==> config.mk <==
export PLATFORM = sky130hd
export DESIGN_NAME = daq_core
export DESIGN_NICKNAME = d
export VERILOG_FILES = /design/src/rtl/daq_pkg.sv /design/src/rtl/board_gpio.sv /design/src/rtl/bus_decoder.sv /design/src/rtl/daq_core.sv /design/src/rtl/readout_arbiter.sv /design/src/rtl/reset_pulser.sv /design/src/rtl/system_regs.sv
export VERILOG_INCLUDE_DIRS = /design/src /design/src/include
export SDC_FILE = /design/constraint.sdc
export NUM_CORES = 1
export LEC_CHECK = 0
export ABC_AREA = 1
export BUFFER_PORTS_ARGS = -buffer_cell sky130_fd_sc_hd__buf_2
export CORE_MARGIN = 4
export CORE_UTILIZATION = 50
export DETAILED_ROUTE_END_ITERATION = 6
export PLACE_DENSITY = 0.89
export SYNTH_ARGS = -nofsm -noshare
export SYNTH_HDL_FRONTEND = slang
export SYNTH_SLANG_ARGS = --single-unit
export TNS_END_PERCENT = 10
==> constraint.sdc <==
create_clock -name BUS_CLK -period 4.5 [get_ports BUS_CLK]
set_input_delay 0.45 -clock BUS_CLK [delete_from_list [all_inputs] [get_ports BUS_CLK]]
set_output_delay 0.45 -clock BUS_CLK [all_outputs]
set_load 0.005 [all_outputs]
==> src/include/daq_config.svh <==
`ifndef DAQ_CONFIG_SVH
`define DAQ_CONFIG_SVH

// Local bus widths
`define DAQ_ABUS_WIDTH 32
`define DAQ_DBUS_WIDTH 8
// Offset width inside one register block
`define DAQ_LOCAL_ADD_WIDTH 8

// Readout stream
`define DAQ_WORD_WIDTH 32
`define DAQ_NUM_SOURCES 3

// Address map, one 256-byte window per block
`define DAQ_SYSTEM_BASEADDR 32'h0000_0300
`define DAQ_SYSTEM_HIGHADDR 32'h0000_03FF

// Chip reset pulser
`define DAQ_PULSE_RST_BASEADDR 32'h0000_0400
`define DAQ_PULSE_RST_HIGHADDR 32'h0000_04FF

// Board control GPIO
`define DAQ_GPIO_BASEADDR 32'h0000_0500
`define DAQ_GPIO_HIGHADDR 32'h0000_05FF

// Firmware identification bytes
`define DAQ_VERSION 8'd1
`define DAQ_VERSION_MINOR 8'd0
`define DAQ_VERSION_MAJOR 8'd2

// Board ID 0 is the simulation board
`define DAQ_BOARD_ID 8'd0

`endif

==> src/rtl/daq_pkg.sv <==
`include "daq_config.svh"

package daq_pkg;

    // Global bus address and data
    typedef logic [`DAQ_ABUS_WIDTH-1:0] bus_addr_t;
    typedef logic [`DAQ_DBUS_WIDTH-1:0] bus_data_t;

    // Offset relative to a block base
    typedef logic [`DAQ_LOCAL_ADD_WIDTH-1:0] local_addr_t;

    // Readout stream word
    typedef logic [`DAQ_WORD_WIDTH-1:0] arb_word_t;

    // One bit per readout source
    typedef logic [`DAQ_NUM_SOURCES-1:0] src_mask_t;

    // Per-block bus request
    // rd/wr only set inside the block's window
    typedef struct packed {
        logic        rd;
        logic        wr;
        local_addr_t add;
        bus_data_t   data;
    } ip_req_t;

    // Board control outputs
    typedef struct packed {
        logic       mgt_ref_sel;
        logic [7:0] lemo_mux;
        logic [2:0] ntc_mux;
    } board_ctrl_t;

    // Chip reset pulser FSM
    typedef enum logic [1:0] {
        IDLE,
        DELAY,
        PULSE
    } pulser_state_t;

endpackage

==> src/rtl/board_gpio.sv <==
`timescale 1ns/1ps

module board_gpio (
    input  logic                  BUS_CLK,
    input  logic                  BUS_RST,
    input  daq_pkg::ip_req_t      i_req,
    output daq_pkg::bus_data_t    o_rdata,
    input  logic [3:0]            i_gpio_sense,
    output daq_pkg::board_ctrl_t  o_board_ctrl,
    output logic                  o_rst_hold
);

    // Register offsets
    localparam daq_pkg::local_addr_t ADD_HOLD  = 8'd0;
    localparam daq_pkg::local_addr_t ADD_LEMO  = 8'd1;
    localparam daq_pkg::local_addr_t ADD_MISC  = 8'd2;
    localparam daq_pkg::local_addr_t ADD_SENSE = 8'd3;

    // Control bits
    logic       rst_hold_q;
    logic [7:0] lemo_mux_q;
    logic [2:0] ntc_mux_q;
    // Stored as written, 0 selects the internal reference
    logic       mgt_sel_q;

    always_ff @(posedge BUS_CLK) begin
        if (BUS_RST) begin
            rst_hold_q <= 1'b0;
            lemo_mux_q <= '0;
            ntc_mux_q  <= '0;
            mgt_sel_q  <= 1'b0;
        end else if (i_req.wr) begin
            case (i_req.add)
                ADD_HOLD: begin
                    rst_hold_q <= i_req.data[0];
                end
                ADD_LEMO: begin
                    lemo_mux_q <= i_req.data;
                end
                ADD_MISC: begin
                    ntc_mux_q <= i_req.data[2:0];
                    mgt_sel_q <= i_req.data[7];
                end
                // Sense byte is read-only
                default: begin
                end
            endcase
        end
    end

    // Readback of the control bytes and the sense lines
    always_ff @(posedge BUS_CLK) begin
        if (i_req.rd) begin
            case (i_req.add)
                ADD_HOLD:  o_rdata <= {7'b0, rst_hold_q};
                ADD_LEMO:  o_rdata <= lemo_mux_q;
                ADD_MISC:  o_rdata <= {mgt_sel_q, 4'b0, ntc_mux_q};
                ADD_SENSE: o_rdata <= {4'b0, i_gpio_sense};
                default:   o_rdata <= '0;
            endcase
        end
    end

    // MGT select leaves inverted
    assign o_board_ctrl = '{
        mgt_ref_sel: ~mgt_sel_q,
        lemo_mux:    lemo_mux_q,
        ntc_mux:     ntc_mux_q
    };

    assign o_rst_hold = rst_hold_q;

endmodule

==> src/rtl/bus_decoder.sv <==
`timescale 1ns/1ps
`include "daq_config.svh"

module bus_decoder (
    input  logic                BUS_CLK,
    input  logic                BUS_RST,
    input  daq_pkg::bus_addr_t  i_bus_add,
    input  daq_pkg::bus_data_t  i_bus_data,
    input  logic                i_bus_rd,
    input  logic                i_bus_wr,
    output daq_pkg::ip_req_t    o_sys_req,
    output daq_pkg::ip_req_t    o_gpio_req,
    output daq_pkg::ip_req_t    o_pulse_req,
    input  daq_pkg::bus_data_t  i_sys_rdata,
    input  daq_pkg::bus_data_t  i_gpio_rdata,
    input  daq_pkg::bus_data_t  i_pulse_rdata,
    output daq_pkg::bus_data_t  o_bus_data
);

    // Registered read selector: bit 0 system, 1 gpio, 2 pulser
    logic [2:0] sel_q;

    // Build one block request from the shared bus
    function automatic daq_pkg::ip_req_t decode_req(
        input daq_pkg::bus_addr_t base,
        input daq_pkg::bus_addr_t high,
        input daq_pkg::bus_addr_t add,
        input logic               rd,
        input logic               wr,
        input daq_pkg::bus_data_t data
    );
        daq_pkg::ip_req_t   req;
        daq_pkg::bus_addr_t offset;
        logic               hit;
        hit      = (add >= base) && (add <= high);
        offset   = add - base;
        req.rd   = rd & hit;
        req.wr   = wr & hit;
        // Window is 256 bytes, upper offset bits are always zero on a hit
        req.add  = offset[`DAQ_LOCAL_ADD_WIDTH-1:0];
        req.data = data;
        return req;
    endfunction

    assign o_sys_req   = decode_req(`DAQ_SYSTEM_BASEADDR, `DAQ_SYSTEM_HIGHADDR,
                                    i_bus_add, i_bus_rd, i_bus_wr, i_bus_data);
    assign o_gpio_req  = decode_req(`DAQ_GPIO_BASEADDR, `DAQ_GPIO_HIGHADDR,
                                    i_bus_add, i_bus_rd, i_bus_wr, i_bus_data);
    assign o_pulse_req = decode_req(`DAQ_PULSE_RST_BASEADDR, `DAQ_PULSE_RST_HIGHADDR,
                                    i_bus_add, i_bus_rd, i_bus_wr, i_bus_data);

    // Remember which block answers the read, same edge as its data register
    always_ff @(posedge BUS_CLK) begin
        if (BUS_RST) begin
            sel_q <= '0;
        end else begin
            sel_q <= {o_pulse_req.rd, o_gpio_req.rd, o_sys_req.rd};
        end
    end

    // Unmapped reads leave sel_q empty and return 0
    always_comb begin
        o_bus_data = '0;
        if (sel_q[0]) o_bus_data = i_sys_rdata;
        if (sel_q[1]) o_bus_data = i_gpio_rdata;
        if (sel_q[2]) o_bus_data = i_pulse_rdata;
    end

endmodule

==> src/rtl/daq_core.sv <==
`timescale 1ns/1ps
`include "daq_config.svh"

module daq_core (
    input  logic                                       BUS_CLK,
    input  logic                                       BUS_RST,
    // Local bus
    input  daq_pkg::bus_addr_t                         i_bus_add,
    input  daq_pkg::bus_data_t                         i_bus_data,
    output daq_pkg::bus_data_t                         o_bus_data,
    input  logic                                       i_bus_rd,
    input  logic                                       i_bus_wr,
    // Board control
    input  logic [3:0]                                 i_gpio_sense,
    output daq_pkg::board_ctrl_t                       o_board_ctrl,
    output logic                                       o_resetb_ext,
    // Readout sources
    input  daq_pkg::src_mask_t                         i_src_empty,
    input  daq_pkg::src_mask_t                         i_src_hold,
    input  daq_pkg::arb_word_t [`DAQ_NUM_SOURCES-1:0]  i_src_data,
    output daq_pkg::src_mask_t                         o_src_read,
    // Merged output stream
    input  logic                                       i_arb_ready,
    output logic                                       o_arb_write,
    output daq_pkg::arb_word_t                         o_arb_data
);

    daq_pkg::ip_req_t   sys_req;
    daq_pkg::ip_req_t   gpio_req;
    daq_pkg::ip_req_t   pulse_req;
    daq_pkg::bus_data_t sys_rdata;
    daq_pkg::bus_data_t gpio_rdata;
    daq_pkg::bus_data_t pulse_rdata;
    // GPIO hold bit into the pulser
    logic               rst_hold;

    bus_decoder i_bus_decoder (
        .BUS_CLK      (BUS_CLK),
        .BUS_RST      (BUS_RST),
        .i_bus_add    (i_bus_add),
        .i_bus_data   (i_bus_data),
        .i_bus_rd     (i_bus_rd),
        .i_bus_wr     (i_bus_wr),
        .o_sys_req    (sys_req),
        .o_gpio_req   (gpio_req),
        .o_pulse_req  (pulse_req),
        .i_sys_rdata  (sys_rdata),
        .i_gpio_rdata (gpio_rdata),
        .i_pulse_rdata(pulse_rdata),
        .o_bus_data   (o_bus_data)
    );

    system_regs i_system_regs (
        .BUS_CLK(BUS_CLK),
        .BUS_RST(BUS_RST),
        .i_req  (sys_req),
        .o_rdata(sys_rdata)
    );

    board_gpio i_board_gpio (
        .BUS_CLK     (BUS_CLK),
        .BUS_RST     (BUS_RST),
        .i_req       (gpio_req),
        .o_rdata     (gpio_rdata),
        .i_gpio_sense(i_gpio_sense),
        .o_board_ctrl(o_board_ctrl),
        .o_rst_hold  (rst_hold)
    );

    reset_pulser i_reset_pulser (
        .BUS_CLK     (BUS_CLK),
        .BUS_RST     (BUS_RST),
        .i_req       (pulse_req),
        .o_rdata     (pulse_rdata),
        .i_rst_hold  (rst_hold),
        .o_resetb_ext(o_resetb_ext)
    );

    readout_arbiter i_readout_arbiter (
        .BUS_CLK    (BUS_CLK),
        .BUS_RST    (BUS_RST),
        .i_src_empty(i_src_empty),
        .i_src_hold (i_src_hold),
        .i_src_data (i_src_data),
        .o_src_read (o_src_read),
        .i_arb_ready(i_arb_ready),
        .o_arb_write(o_arb_write),
        .o_arb_data (o_arb_data)
    );

endmodule

==> src/rtl/readout_arbiter.sv <==
`timescale 1ns/1ps
`include "daq_config.svh"

module readout_arbiter (
    input  logic                                         BUS_CLK,
    input  logic                                         BUS_RST,
    input  daq_pkg::src_mask_t                           i_src_empty,
    input  daq_pkg::src_mask_t                           i_src_hold,
    input  daq_pkg::arb_word_t [`DAQ_NUM_SOURCES-1:0]    i_src_data,
    output daq_pkg::src_mask_t                           o_src_read,
    input  logic                                         i_arb_ready,
    output logic                                         o_arb_write,
    output daq_pkg::arb_word_t                           o_arb_data
);

    localparam int NUM_SRC = `DAQ_NUM_SOURCES;
    localparam int IDX_W   = (NUM_SRC > 1) ? $clog2(NUM_SRC) : 1;

    typedef logic [IDX_W-1:0] src_idx_t;

    // Last granted source, starts at the top so source 0 goes first
    src_idx_t last_q;
    src_idx_t grant_idx;
    logic     grant_valid;

    // Hold keeps the last source, otherwise rotate from last+1
    always_comb begin : pick_source
        src_idx_t cand;
        grant_valid = 1'b0;
        grant_idx   = last_q;
        cand        = last_q;
        if (i_arb_ready) begin
            if (i_src_hold[last_q] && !i_src_empty[last_q]) begin
                grant_valid = 1'b1;
            end else begin
                // i == NUM_SRC wraps back to the last source itself
                for (int i = 1; i <= NUM_SRC; i++) begin
                    cand = src_idx_t'((int'(last_q) + i) % NUM_SRC);
                    if (!grant_valid && !i_src_empty[cand]) begin
                        grant_valid = 1'b1;
                        grant_idx   = cand;
                    end
                end
            end
        end
    end

    // FWFT pop, one source per cycle at most
    assign o_src_read = grant_valid ? (daq_pkg::src_mask_t'(1) << grant_idx) : '0;

    always_ff @(posedge BUS_CLK) begin
        if (BUS_RST) begin
            last_q      <= src_idx_t'(NUM_SRC - 1);
            o_arb_write <= 1'b0;
        end else begin
            o_arb_write <= grant_valid;
            if (grant_valid) begin
                last_q <= grant_idx;
            end
        end
    end

    // Word shown by the granted source, written out one cycle later
    always_ff @(posedge BUS_CLK) begin
        if (grant_valid) begin
            o_arb_data <= i_src_data[grant_idx];
        end
    end

endmodule

==> src/rtl/reset_pulser.sv <==
`timescale 1ns/1ps

module reset_pulser (
    input  logic               BUS_CLK,
    input  logic               BUS_RST,
    input  daq_pkg::ip_req_t   i_req,
    output daq_pkg::bus_data_t o_rdata,
    input  logic               i_rst_hold,
    output logic               o_resetb_ext
);

    // Register offsets
    localparam daq_pkg::local_addr_t ADD_START = 8'd0;
    localparam daq_pkg::local_addr_t ADD_DELAY = 8'd1;
    localparam daq_pkg::local_addr_t ADD_WIDTH = 8'd2;
    localparam daq_pkg::local_addr_t ADD_IDLE  = 8'd3;

    daq_pkg::bus_data_t     delay_q;
    daq_pkg::bus_data_t     width_q;
    daq_pkg::bus_data_t     count_q;
    daq_pkg::pulser_state_t state_q;

    // Two-flop synchronizer plus one flop for release detect
    logic [1:0] hold_ff_q;
    logic       hold_prev_q;
    logic       hold_release;
    logic       start;
    logic       idle;
    logic       pulse;

    assign idle         = (state_q == daq_pkg::IDLE);
    assign pulse        = (state_q == daq_pkg::PULSE);
    assign hold_release = hold_prev_q & ~hold_ff_q[1];
    // Software start or hold release
    assign start        = (i_req.wr && (i_req.add == ADD_START)) || hold_release;

    // Delay and width
    always_ff @(posedge BUS_CLK) begin
        if (BUS_RST) begin
            delay_q <= '0;
            width_q <= 8'd1;
        end else if (i_req.wr) begin
            if (i_req.add == ADD_DELAY) delay_q <= i_req.data;
            if (i_req.add == ADD_WIDTH) width_q <= i_req.data;
        end
    end

    always_ff @(posedge BUS_CLK) begin
        if (i_req.rd) begin
            case (i_req.add)
                ADD_DELAY: o_rdata <= delay_q;
                ADD_WIDTH: o_rdata <= width_q;
                ADD_IDLE:  o_rdata <= {7'b0, idle};
                default:   o_rdata <= '0;
            endcase
        end
    end

    always_ff @(posedge BUS_CLK) begin
        if (BUS_RST) begin
            hold_ff_q   <= '0;
            hold_prev_q <= 1'b0;
        end else begin
            hold_ff_q   <= {hold_ff_q[0], i_rst_hold};
            hold_prev_q <= hold_ff_q[1];
        end
    end

    // Start edge T loads delay, pulse begins delay+1 edges later
    always_ff @(posedge BUS_CLK) begin
        if (BUS_RST) begin
            state_q <= daq_pkg::IDLE;
            count_q <= '0;
        end else begin
            case (state_q)
                daq_pkg::IDLE: begin
                    // Busy starts are dropped since only IDLE looks at start
                    if (start) begin
                        state_q <= daq_pkg::DELAY;
                        count_q <= delay_q;
                    end
                end
                daq_pkg::DELAY: begin
                    if (count_q == '0) begin
                        // Zero width means no pulse at all
                        state_q <= (width_q == '0) ? daq_pkg::IDLE : daq_pkg::PULSE;
                        count_q <= width_q - 8'd1;
                    end else begin
                        count_q <= count_q - 8'd1;
                    end
                end
                daq_pkg::PULSE: begin
                    if (count_q == '0) begin
                        state_q <= daq_pkg::IDLE;
                    end else begin
                        count_q <= count_q - 8'd1;
                    end
                end
                default: begin
                    state_q <= daq_pkg::IDLE;
                end
            endcase
        end
    end

    // Active-low chip reset
    assign o_resetb_ext = ~(hold_ff_q[1] | pulse);

endmodule

==> src/rtl/system_regs.sv <==
`timescale 1ns/1ps
`include "daq_config.svh"

module system_regs (
    input  logic               BUS_CLK,
    input  logic               BUS_RST,
    input  daq_pkg::ip_req_t   i_req,
    output daq_pkg::bus_data_t o_rdata
);

    // Register offsets
    localparam daq_pkg::local_addr_t ADD_VERSION    = 8'd0;
    localparam daq_pkg::local_addr_t ADD_MINOR      = 8'd1;
    localparam daq_pkg::local_addr_t ADD_MAJOR      = 8'd2;
    localparam daq_pkg::local_addr_t ADD_BOARD_ID   = 8'd3;
    localparam daq_pkg::local_addr_t ADD_CFG_READ   = 8'd4;
    localparam daq_pkg::local_addr_t ADD_CFG_WRITE  = 8'd5;

    // Set by software once the reference clock is programmed
    logic clk_configured_q;

    // Flag write
    always_ff @(posedge BUS_CLK) begin
        if (BUS_RST) begin
            clk_configured_q <= 1'b0;
        end else if (i_req.wr && (i_req.add == ADD_CFG_WRITE)) begin
            clk_configured_q <= i_req.data[0];
        end
    end

    // Read byte captured on the rd edge
    always_ff @(posedge BUS_CLK) begin
        if (i_req.rd) begin
            case (i_req.add)
                ADD_VERSION: begin
                    o_rdata <= `DAQ_VERSION;
                end
                ADD_MINOR: begin
                    o_rdata <= `DAQ_VERSION_MINOR;
                end
                ADD_MAJOR: begin
                    o_rdata <= `DAQ_VERSION_MAJOR;
                end
                ADD_BOARD_ID: begin
                    o_rdata <= `DAQ_BOARD_ID;
                end
                ADD_CFG_READ: begin
                    o_rdata <= {7'b0, clk_configured_q};
                end
                // Offset 5 is write-only
                default: begin
                    o_rdata <= '0;
                end
            endcase
        end
    end

endmodule

=== Word-level counts from Yosys, hierarchy flattened ===
Cells that the tools add are included.

* Word-level logic and storage cells: 137
* Output and inout bits: 57
* Register bits: 105
* Bits of input ports: 151

* Divide/modulo/power cells: 3
* Multiplexer cells: 42
* Shift operators: 1
* Equality and inequality tests: 15
* Add/sub/neg operators: 8
* Bitwise gates (word level): 11
* Reductions and logical operators: 28
* Magnitude comparators: 11

{| class="wikitable"
|+ Operator list
! cell !! number
|-
| $mod A32 B3 Y32 const B || 3
|-
| $bmux W32 S2 || 1
|-
| $ge A32 B11 Y1 const B || 2
|-
| $le A32 B11 Y1 const B || 2
|-
| $mux W8 || 6
|-
| $pmux W8 S3 || 2
|-
| $eq A8 B2 Y1 const B || 5
|-
| $logic_not A8 Y1 || 5
|-
| $sub A8 B1 Y8 const B || 5
|-
| $ge A32 B10 Y1 const B || 1
|-
| $le A32 B10 Y1 const B || 1
|-
| $mux W32 || 1
|-
| $pmux W8 S4 || 1
|-
| $mux W2 || 9
|-
| $eq A8 B1 Y1 const B || 2
|-
| $eq A8 B3 Y1 const B || 2
|-
| $lt A2 B3 Y1 const B || 5
|-
| $mux W1 || 14
|-
| $pmux W2 S3 || 2
|-
| $bmux W1 S2 || 5
|-
| $reduce_and A2 Y1 || 5
|-
| $logic_and A1 B1 Y1 || 8
|-
| $and A1 B1 Y1 || 7
|-
| $add A2 B2 Y3 const B || 2
|-
| 14 further kinds || 23
|}

=== Depth between registers and ports, before layout ===
Gate-level depths: netlist of run 1.

* Depth in word-level cells: 19
* Depth in mapped cells: 15
* Gate-level depth less buffers: 14

=== Hierarchy ===
A second synthesis of run 1 with hierarchy kept.

* Cell total of the unflattened synthesis: 952
* Area total of the unflattened synthesis: 6746.5 um^2

{| class="wikitable"
|+ Modules (own cells, without submodules)
! module !! cells each !! area an instance (um^2) !! sequential area each (um^2) !! times used
|-
| readout_arbiter || 360 || 2565.0 || 1021.0 || 1
|-
| reset_pulser || 291 || 2120.8 || 820.8 || 1
|-
| board_gpio || 141 || 1052.3 || 500.5 || 1
|-
| bus_decoder || 124 || 775.7 || 60.1 || 1
|-
| system_regs || 36 || 232.7 || 80.1 || 1
|}

=== Worst setup path after synthesis of run 1 ===
No wires, ideal clock.

* Path type: reg-to-output
* Start: register i_readout_arbiter.last_q[0]
* End: output o_src_read[0]
* Stages on the path, launching flop included: 12
* Path slack: 1819 ps
* Data arrival time: 2231 ps
* Data required time: 4050 ps
* Buffers on the path: 0
* Path through: dfxtp_1 -> inv_2 -> ha_1 -> inv_2 -> nand2_2 -> nand3_2 -> nand2_2 -> nand3b_1 -> o21ai_0 -> inv_1 -> nand2_1 -> a21oi_1

* Elaborated cells on any way between the ends: 40
* Those cells by class: add/sub (3); div (3); shift (1); mux (25); reduce/logical (8)

{| class="wikitable"
|+ RTL lines
! item !! RTL line !! source
|-
| start: declaration || readout_arbiter.sv:22 || <nowiki>src_idx_t last_q;</nowiki>
|-
| start signal: assignment || readout_arbiter.sv:53 || <nowiki>last_q <= src_idx_t'(NUM_SRC - 1);</nowiki>
|-
| start signal: assignment || readout_arbiter.sv:58 || <nowiki>last_q <= grant_idx;</nowiki>
|-
| $add A2 B1 Y3 || readout_arbiter.sv:38 || <nowiki>cand = src_idx_t'((int'(last_q) + i) % NUM_SRC);</nowiki>
|-
| $mod A32 B3 Y32 || readout_arbiter.sv:38 ||
|-
| $bmux W1 S2 || readout_arbiter.sv:39 || <nowiki>if (!grant_valid && !i_src_empty[cand]) begin</nowiki>
|-
| $mux W1 (implied by the code) || readout_arbiter.sv:39 ||
|-
| $mux W1 || readout_arbiter.sv:39 ||
|-
| $mux W1 || readout_arbiter.sv:33 || <nowiki>if (i_src_hold[last_q] && !i_src_empty[last_q]) begin</nowiki>
|-
| $mux W1 || readout_arbiter.sv:32 || <nowiki>if (i_arb_ready) begin</nowiki>
|-
| $logic_not A1 Y1 || readout_arbiter.sv:39 ||
|-
| [... 3 more ...] || n/a ||
|-
| $mux W1 || readout_arbiter.sv:32 ||
|-
| $logic_not A1 Y1 || readout_arbiter.sv:39 ||
|-
| $logic_and A1 B1 Y1 || readout_arbiter.sv:39 ||
|-
| $mux W1 || readout_arbiter.sv:39 ||
|-
| $mux W1 * || readout_arbiter.sv:33 ||
|-
| $mux W1 * || readout_arbiter.sv:32 ||
|-
| named net i_readout_arbiter.grant_valid || readout_arbiter.sv:24 || <nowiki>logic grant_valid;</nowiki>
|-
| $mux W3 * || readout_arbiter.sv:49 || <nowiki>assign o_src_read = grant_valid ? (daq_pkg::src_mask_t'(1) << grant_idx) : '0;</nowiki>
|-
| end: declaration || daq_core.sv:21 || <nowiki>output daq_pkg::src_mask_t o_src_read,</nowiki>
|}

Mark *: on every way through the listed nets, which the timed path passes. The rest lies on a longest branch. The select of a mux whose other input is x is not followed.

=== Worst setup path in the final report of run 1 ===
* Start: register i_readout_arbiter.last_q[0]
* End: output o_src_read[2]

* Word-level cells in the longest chain between the ends: 19
* Elaborated cells on any way between the ends: 40
* Those cells by class: add/sub (3); div (3); shift (1); mux (25); reduce/logical (8)

{| class="wikitable"
|+ RTL lines
! item !! RTL line
|-
| $add A2 B1 Y3 || readout_arbiter.sv:38
|-
| $mod A32 B3 Y32 || readout_arbiter.sv:38
|-
| $bmux W1 S2 || readout_arbiter.sv:39
|-
| $mux W1 (implied by the code) || readout_arbiter.sv:39
|-
| $mux W1 || readout_arbiter.sv:39
|-
| $mux W1 || readout_arbiter.sv:33
|-
| $mux W1 || readout_arbiter.sv:32
|-
| $logic_not A1 Y1 || readout_arbiter.sv:39
|-
| [... 3 more ...] || n/a
|-
| $mux W1 || readout_arbiter.sv:32
|-
| $logic_not A1 Y1 || readout_arbiter.sv:39
|-
| $logic_and A1 B1 Y1 || readout_arbiter.sv:39
|-
| $mux W2 || readout_arbiter.sv:39
|-
| $mux W2 || readout_arbiter.sv:33
|-
| $mux W2 || readout_arbiter.sv:32
|-
| $shl A1 B2 Y3 || readout_arbiter.sv:49
|-
| $mux W3 * || readout_arbiter.sv:49
|}

Every way passes the cells marked *; elsewhere a longest branch is shown, timed or not. The select of a mux whose other input is x is not followed.

==> results.toml, run 1 <==
[outcome]
run_status = "finished, final reports clean"

[cts]
clock_sinks = 99
postCtsResizedCells = 0
insertion_delay_to_the_later_sink_of_the_worst_skew_pair_ns = 0.35
clk_path_buf_depth = 2
htreeDepth = 3
clkSlewWorstSetupHoldPaths_ns = 0.07
cts_made_buffers = 9
cts_setup_buffers = 0
clock-root-buffer = "clkbuf_16"
tritoncts_clock_tree = "done"
cts.hold.buffers_added = 0

[global_route]
wire_length_of_the_first_global_routing_pass_mm = 25.6
grt_start_max_net_pins = 68
grt-ovfl-total = 0
grt.total_usage = 0.237
antenna_found_initial = 1
number_of_global_route_vias_before_repair = 5484

[floorplan]
die_area_um2 = 13500
std_cell_rows = 39
start_util = 0.512
die_h_um = 116
fp.dieW_um = 116
top_level_ports = 208
placeableCoreArea_um2 = 11400

[timing]
final_max_slew_viol_count = 0
worst_slew_pin_slew_ns = 0.799
timing.hold.ws_ns = 0.366
setup_viol = 0
grt_setup_unrepaired = "false"
clock.fmax_mhz = 270
finClkSkew_ns = 0.00950
timing.slew.headroom = 0.467
timing.final.hold_violations = 0
setup_tns_final_ns = 0
min_period_ns = 3.70
final.period_utilization = 0.822

[drt]
detail_route.first_pass.iterations = 5
detail-route-antenna-nets = 0
dr_vias = 6026
drt-vias-per-instance = 5.34
drc = 0
first_iter_violations = 579
route.detailed.wl_per_inst_um = 14.6
wirelength_mm = 16.5

[yosys]
synth_ff_type = "edfxtp_1"
synth_area_per_cell_um2 = 7.37
postSynthCellCount = 793
synthDistinctLibCells = 38
synth-async-reset-ratio = 0
synth-edff-count = 50
yosys_warnings = 0
syn-cell-area_um2 = 5850
synthesis.nets = 953
synth_sequential_area_ratio = 0.425
synth-seq-cells = 99

[worst_setup_path]
endpoint_kind = "output port"
path_common_cell = "nand2_1"
cp-start-kind = "flop"
worst-path-max-fanout = 67
crit_arrival_ns = 3.25
critPathRequiredTime_ns = 4.05
setup.worst_path.class = "reg2out"
critical-path-max-stage-delay_ns = 0.77
critical_path.top_delay_family = "simple AND/OR/NAND/NOR gates"
timing.critical_path.cells = "inv_2, ha_1, inv_2, nand2_2, nand3_2, nand2_1, nand3b_1, nand2_1, nand2_2, nand2_4, nand2_1, nor2_1, buf_2"
combined_buffer_and_inverter_count_along_the_critical_path = 3
crit_slowest_cell = "nand2_4"

[power]
power.density_nw_per_um2 = 513
ir_drop_uv = 420
leakagePower_uw = 0.00357
totalPowerFinal_uw = 3680
pwr-share-comb = 0.452
p_sw_uw = 1530
p_sw_frac = 0.416
internal_power_uw = 2150
seq_power_share = 0.340
power.clock.fraction = 0.208

[finish]
fillCellCount = 978
final_cell_area_um2 = 7170
area.growth.synth_to_final_pct = 22.6
drive_gt1_frac = 0.272
num_antenna_cells = 0
final_net_count = 1141

[placement]
dpl.hpwl_mm = 12.4
placement.cell_area_um2 = 6870
place.gp.congestion = 0.916
port_buffers = 207

[min_path]
min_path_type = "in2reg"

[run]
max-cap-violations = 0
==> synthesized netlist by cell type (2+ instances only) <==
cell / n / area (µm²)
o22ai_1: 7 / 43.8
inv_1: 127 / 477
nand3_1: 110 / 551
buf_12: 2 / 40.0
nand4_1: 11 / 68.8
a22oi_1: 5 / 37.5
buf_4: 2 / 15.0
nor2_2: 4 / 25.0
ha_1: 9 / 113
inv_2: 6 / 22.5
o21ai_0: 29 / 145
edfxtp_1: 50 / 1500
nor3_1: 29 / 145
nor2_1: 90 / 338
clkbuf_1: 8 / 30.0
nand2_4: 3 / 33.8
xor2_1: 5 / 43.8
a22o_1: 6 / 52.6
o21ai_1: 3 / 15.0
a21oi_1: 33 / 165
nand2_2: 4 / 25.0
nand3_2: 23 / 230
dfxtp_1: 49 / 981
buf_2: 18 / 90.1
nand2_1: 147 / 552
==> routing by layer <==
metal | vias to the layer above | GRT usage | wire length, µm
met5 | - | 0 | 13
met2 | 299 | 0.415 | 8320
met1 | 2719 | 0.285 | 6300
met4 | 2 | 0.0851 | 550
li1 | 2962 | - | -
met3 | 44 | 0.0549 | 1310
==> stage by stage <==
stage | cells | util | setup WS (ns)
2_1_floorplan | 793 | - | 1.82
5_1_grt | 1129 | 0.628 | 0.541
6_report | 1129 | 0.628 | 0.800
4_1_cts | 1129 | 0.628 | 0.829
3_5_place_dp | 1113 | 0.602 | 1.24
3_3_place_gp | 1113 | 0.602 | 1.29
==> path summary, 6_finish.rpt <==
path / start / endpoint / slack (ns) / cells after the start
max: i_readout_arbiter.last_q[0] / o_src_read[2] / 0.80 / 13
min: i_bus_rd / i_bus_decoder.sel_q[2] / 0.37 / 3
max reg2reg: i_readout_arbiter.last_q[0] / i_readout_arbiter.o_arb_data[16] / 1.37 / 13
min reg2reg: i_reset_pulser.hold_ff_q[0] / i_reset_pulser.hold_ff_q[1] / 0.42 / 2
==> state kept, by name, summed over array words and instances (netlist names) <==
signal	count
i_board_gpio.ntc_mux_q	3
i_board_gpio.o_rdata	8
i_reset_pulser.hold_ff_q	2
i_system_regs.o_rdata	2
i_readout_arbiter.o_arb_write	1
i_reset_pulser.state_q	2
i_board_gpio.o_rst_hold	1
i_reset_pulser.delay_q	8
i_readout_arbiter.o_arb_data	32
i_bus_decoder.sel_q	3
i_board_gpio.mgt_sel_q	1
i_reset_pulser.width_q	8
i_reset_pulser.o_rdata	8
i_reset_pulser.count_q	8
i_board_gpio.lemo_mux_q	8
i_system_regs.clk_configured_q	1
i_readout_arbiter.last_q	2
i_reset_pulser.hold_prev_q	1
==> logic make-up (layout without fill, tap and decap cells) <==
family / Yosys count / after routing / share of synthesized area
compound gates: 89 / 89 / 0.0869
xor+xnor: 5 / 5 / 0.00749
fa+ha+maj: 9 / 9 / 0.0193
buf+inv: 167 / 360 / 0.121
flops: 99 / 99 / 0.425
simple gates: 424 / 424 / 0.340
==> layout make-up <==
cell class                 instances  area [µm²]  share of cell area
sequential                        99        2480               0.346
timing repair buffer             209        1050               0.147
clock buffer                       9         225              0.0314
clock inverter                     7        67.6             0.00943
inverter                         135         508              0.0709
multi-input combinational        527        2650               0.370
tap                              143         179              0.0250
==> cells in the final DEF (no fill, tap or decap), types with 2 or more instances in the layout <==
master     synthesis  routed
nand3_1          110     110
inv_1            127     127
a22oi_1            5       5
xor2_1             5       5
nand2_1          147     147
nor2_2             4       4
inv_6              0       3
o21ai_1            3       3
ha_1               9       9
nand4_1           11      11
o21ai_0           29      29
nand2_4            3       3
nor2_1            90      90
nand3_2           23      23
clkinv_2           1       2
a21oi_1           33      33
inv_2              6       6
o22ai_1            7       7
nor3_1            29      29
buf_2             18     207
nand2_2            4       4
clkbuf_16          0       9
dfxtp_1           49      49
a22o_1             6       6
buf_4              2       2
edfxtp_1          50      50
==> worst min-delay path, stage by stage <==
cell and delay (ns):
buf_2 0.11, nand2_1 0.08, nor2_1 0.04
==> power by group through the flow <==
stage / registers, µW / clock network, µW / logic (µW)
floorplan: 1290 / 0 / 1250
finish: 1250 / 766 / 1660
global route: 1260 / 814 / 1860
CTS: 1250 / 773 / 1650
global placement: 1260 / 0 / 1600
detailed placement: 1270 / 0 / 1640
No activity file was read; power rests on OpenSTA's default activity.
==> run 2: changes to the inputs <==
==> constraint.sdc (replaced) <==
create_clock -name BUS_CLK -period 3.9 [get_ports BUS_CLK]
set_input_delay 0.39 -clock BUS_CLK [delete_from_list [all_inputs] [get_ports BUS_CLK]]
set_output_delay 0.39 -clock BUS_CLK [all_outputs]
set_load 0.005 [all_outputs]
==> run 2 against run 1 <==
Compared with the run above: combinational power is 14% higher; register-to-register slack got worse by 0.49 ns; sequential power grew 17%; via count about the same; worst setup slack worse by 0.18 ns; utilization rose by 0.28 points; final area rose by 0.45%.
==> results.toml, run 2 (synthesis results as in run 1) <==
[worst_setup_path]
r2r-start = "i_readout_arbiter.last_q[0]"
endpoint_kind = "output port"
critPathRequiredTime_ns = 3.51
cp-start-kind = "flop"
crit_arrival_ns = 2.89
worst-r2r-cell-count = 15
crit_cells = 14
critical-path-max-stage-delay_ns = 0.54
regToRegEndpoint = "i_readout_arbiter.o_arb_data[17]"
worst_r2r_setup_slack_ns = 0.88
timing.critical_path.cells = "inv_2, ha_1, inv_2, nand2_2, nand3_2, nand2_1, nand3_2, nor2_1, nor2_1, nand2_4, nand2_4, nand2_1, nor2_1, buf_2"
critical_path.top_delay_family = "simple AND/OR/NAND/NOR gates"
crit_slowest_cell = "nand2_4"
combined_buffer_and_inverter_count_along_the_critical_path = 3
setup.worst_path.class = "reg2out"
worstSetupStartpoint = "i_readout_arbiter.last_q[0]"
path_common_cell = "nor2_1"
worst-path-max-fanout = 55

[cts]
cts.hold.buffers_added = 0
tritoncts_clock_tree = "done"
postCtsResizedCells = 0
htreeDepth = 3
clock-root-buffer = "clkbuf_16"
cts_setup_buffers = 0
clkSlewWorstSetupHoldPaths_ns = 0.07
insertion_delay_to_the_later_sink_of_the_worst_skew_pair_ns = 0.34
clock_sinks = 99
cts_made_buffers = 9
clk_path_buf_depth = 2

[floorplan]
placeableCoreArea_um2 = 11400
std_cell_rows = 39
die_area_um2 = 13500
die_h_um = 116
fp.dieW_um = 116
top_level_ports = 208
start_util = 0.512

[timing]
setup_viol = 0
clock.fmax_mhz = 305
finClkSkew_ns = 0.00908
final.period_utilization = 0.842
worst_slew_pin_slew_ns = 0.711
timing.hold.ws_ns = 0.312
finalWorstSetupSlack_ns = 0.617
setup_tns_final_ns = 0
timing.slew.headroom = 0.523
timing.final.hold_violations = 0
final_max_slew_viol_count = 0
min_period_ns = 3.28
grt_setup_unrepaired = "false"

[min_path]
min_path_type = "in2reg"
timing.hold.worst_endpoint = "i_bus_decoder.sel_q[2]"
worst_hold_startpoint = "i_bus_rd"
min_path_cells = 3

[drt]
first_iter_violations = 531
wirelength_mm = 16.6
drc = 0
route.detailed.wl_per_inst_um = 14.7
dr_vias = 6032
detail_route.first_pass.iterations = 6
detail-route-antenna-nets = 0
drt-vias-per-instance = 5.33

[run]
max-cap-violations = 0

[finish]
layout_common_cells = "207 x buf_2, 147 x nand2_1, 127 x inv_1"
sequential_cell_area_um2 = 2480
num_antenna_cells = 0
final_common_cell = "buf_2"
largest_register_ff_count = 32
top_register_by_number_of_flip_flops = "i_readout_arbiter.o_arb_data"
multi_input_comb_area_um2 = 2650
fillCellCount = 963
final_net_count = 1143
area.growth.synth_to_final_pct = 23.2
drive_gt1_frac = 0.273
final_cell_area_um2 = 7200

[global_route]
wire_length_of_the_first_global_routing_pass_mm = 25.8
number_of_global_route_vias_before_repair = 5672
grt-ovfl-total = 0
antenna_found_initial = 0
grt.total_usage = 0.240
grt_start_max_net_pins = 56

[placement]
dpl.hpwl_mm = 12.5
place.gp.congestion = 0.939
port_buffers = 207
placement.cell_area_um2 = 6890
dpl_worst_slack_ns = 0.886

[outcome]
run_status = "finished, final reports clean"

[power]
ir_drop_uv = 518
power.density_nw_per_um2 = 594
leakagePower_uw = 0.00358
[run 2: changes by cell type in the layout (fill, tap and decap cells not counted), sizes merged]
| cell | previous run | this run |
|---|---|---|
| clkbuf | 9 | 10 |
| buf | 209 | 211 |
| clkinv | 5 | 3 |
| inv | 137 | 138 |
[run 2: cell type report]
type	instances	area share
Multi-Input combinational cell	527	0.369
Clock inverter	6	0.00834
Timing Repair Buffer	211	0.148
Inverter	135	0.0706
Sequential cell	99	0.345
Clock buffer	10	0.0348
Tap cell	143	0.0249
[run 2: metal layers]
layer,part of all wire,GRT usage,up-vias,routed length (µm)
li1,-,-,2969,-
met1,0.38,0.283,2720,6260
met2,0.51,0.420,298,8390
met3,0.086,0.0585,45,1430
met4,0.031,0.0974,0,517
met5,0,0,-,0
[run 2: power breakdown]
part | leakage [µW] | internal [µW] | switching (µW) | total, µW
sequential | 0.000877 | 1380 | 75.9 | 1460
clock | 0.000155 | 491 | 428 | 919
combinational | 0.00255 | 656 | 1250 | 1900
total | 0.00358 | 2530 | 1750 | 4280
[run 2: through the flow]
stage                util  std cells  power [µW]
floorplan               -        793        2930
global placement    0.603       1115        3330
detailed placement  0.603       1115        3380
CTS                 0.631       1131        4290
global route        0.631       1131        4610
finish              0.631       1131        4280
[run 2: worst min-delay path: stages]
cell	delay, ns
buf_2	0.11
nand2_1	0.08
nor2_1	0.04
[run 2: how the worst max path moves through the flow]
stage	end	slack, ns
after floorplan	o_src_read[0]	1.28
after global placement	i_readout_arbiter.o_arb_data[19]	0.96
after detailed placement	i_readout_arbiter.o_arb_data[17]	0.89
after CTS	o_src_read[2]	0.60
after global routing	o_src_read[2]	0.41
final	o_src_read[2]	0.62
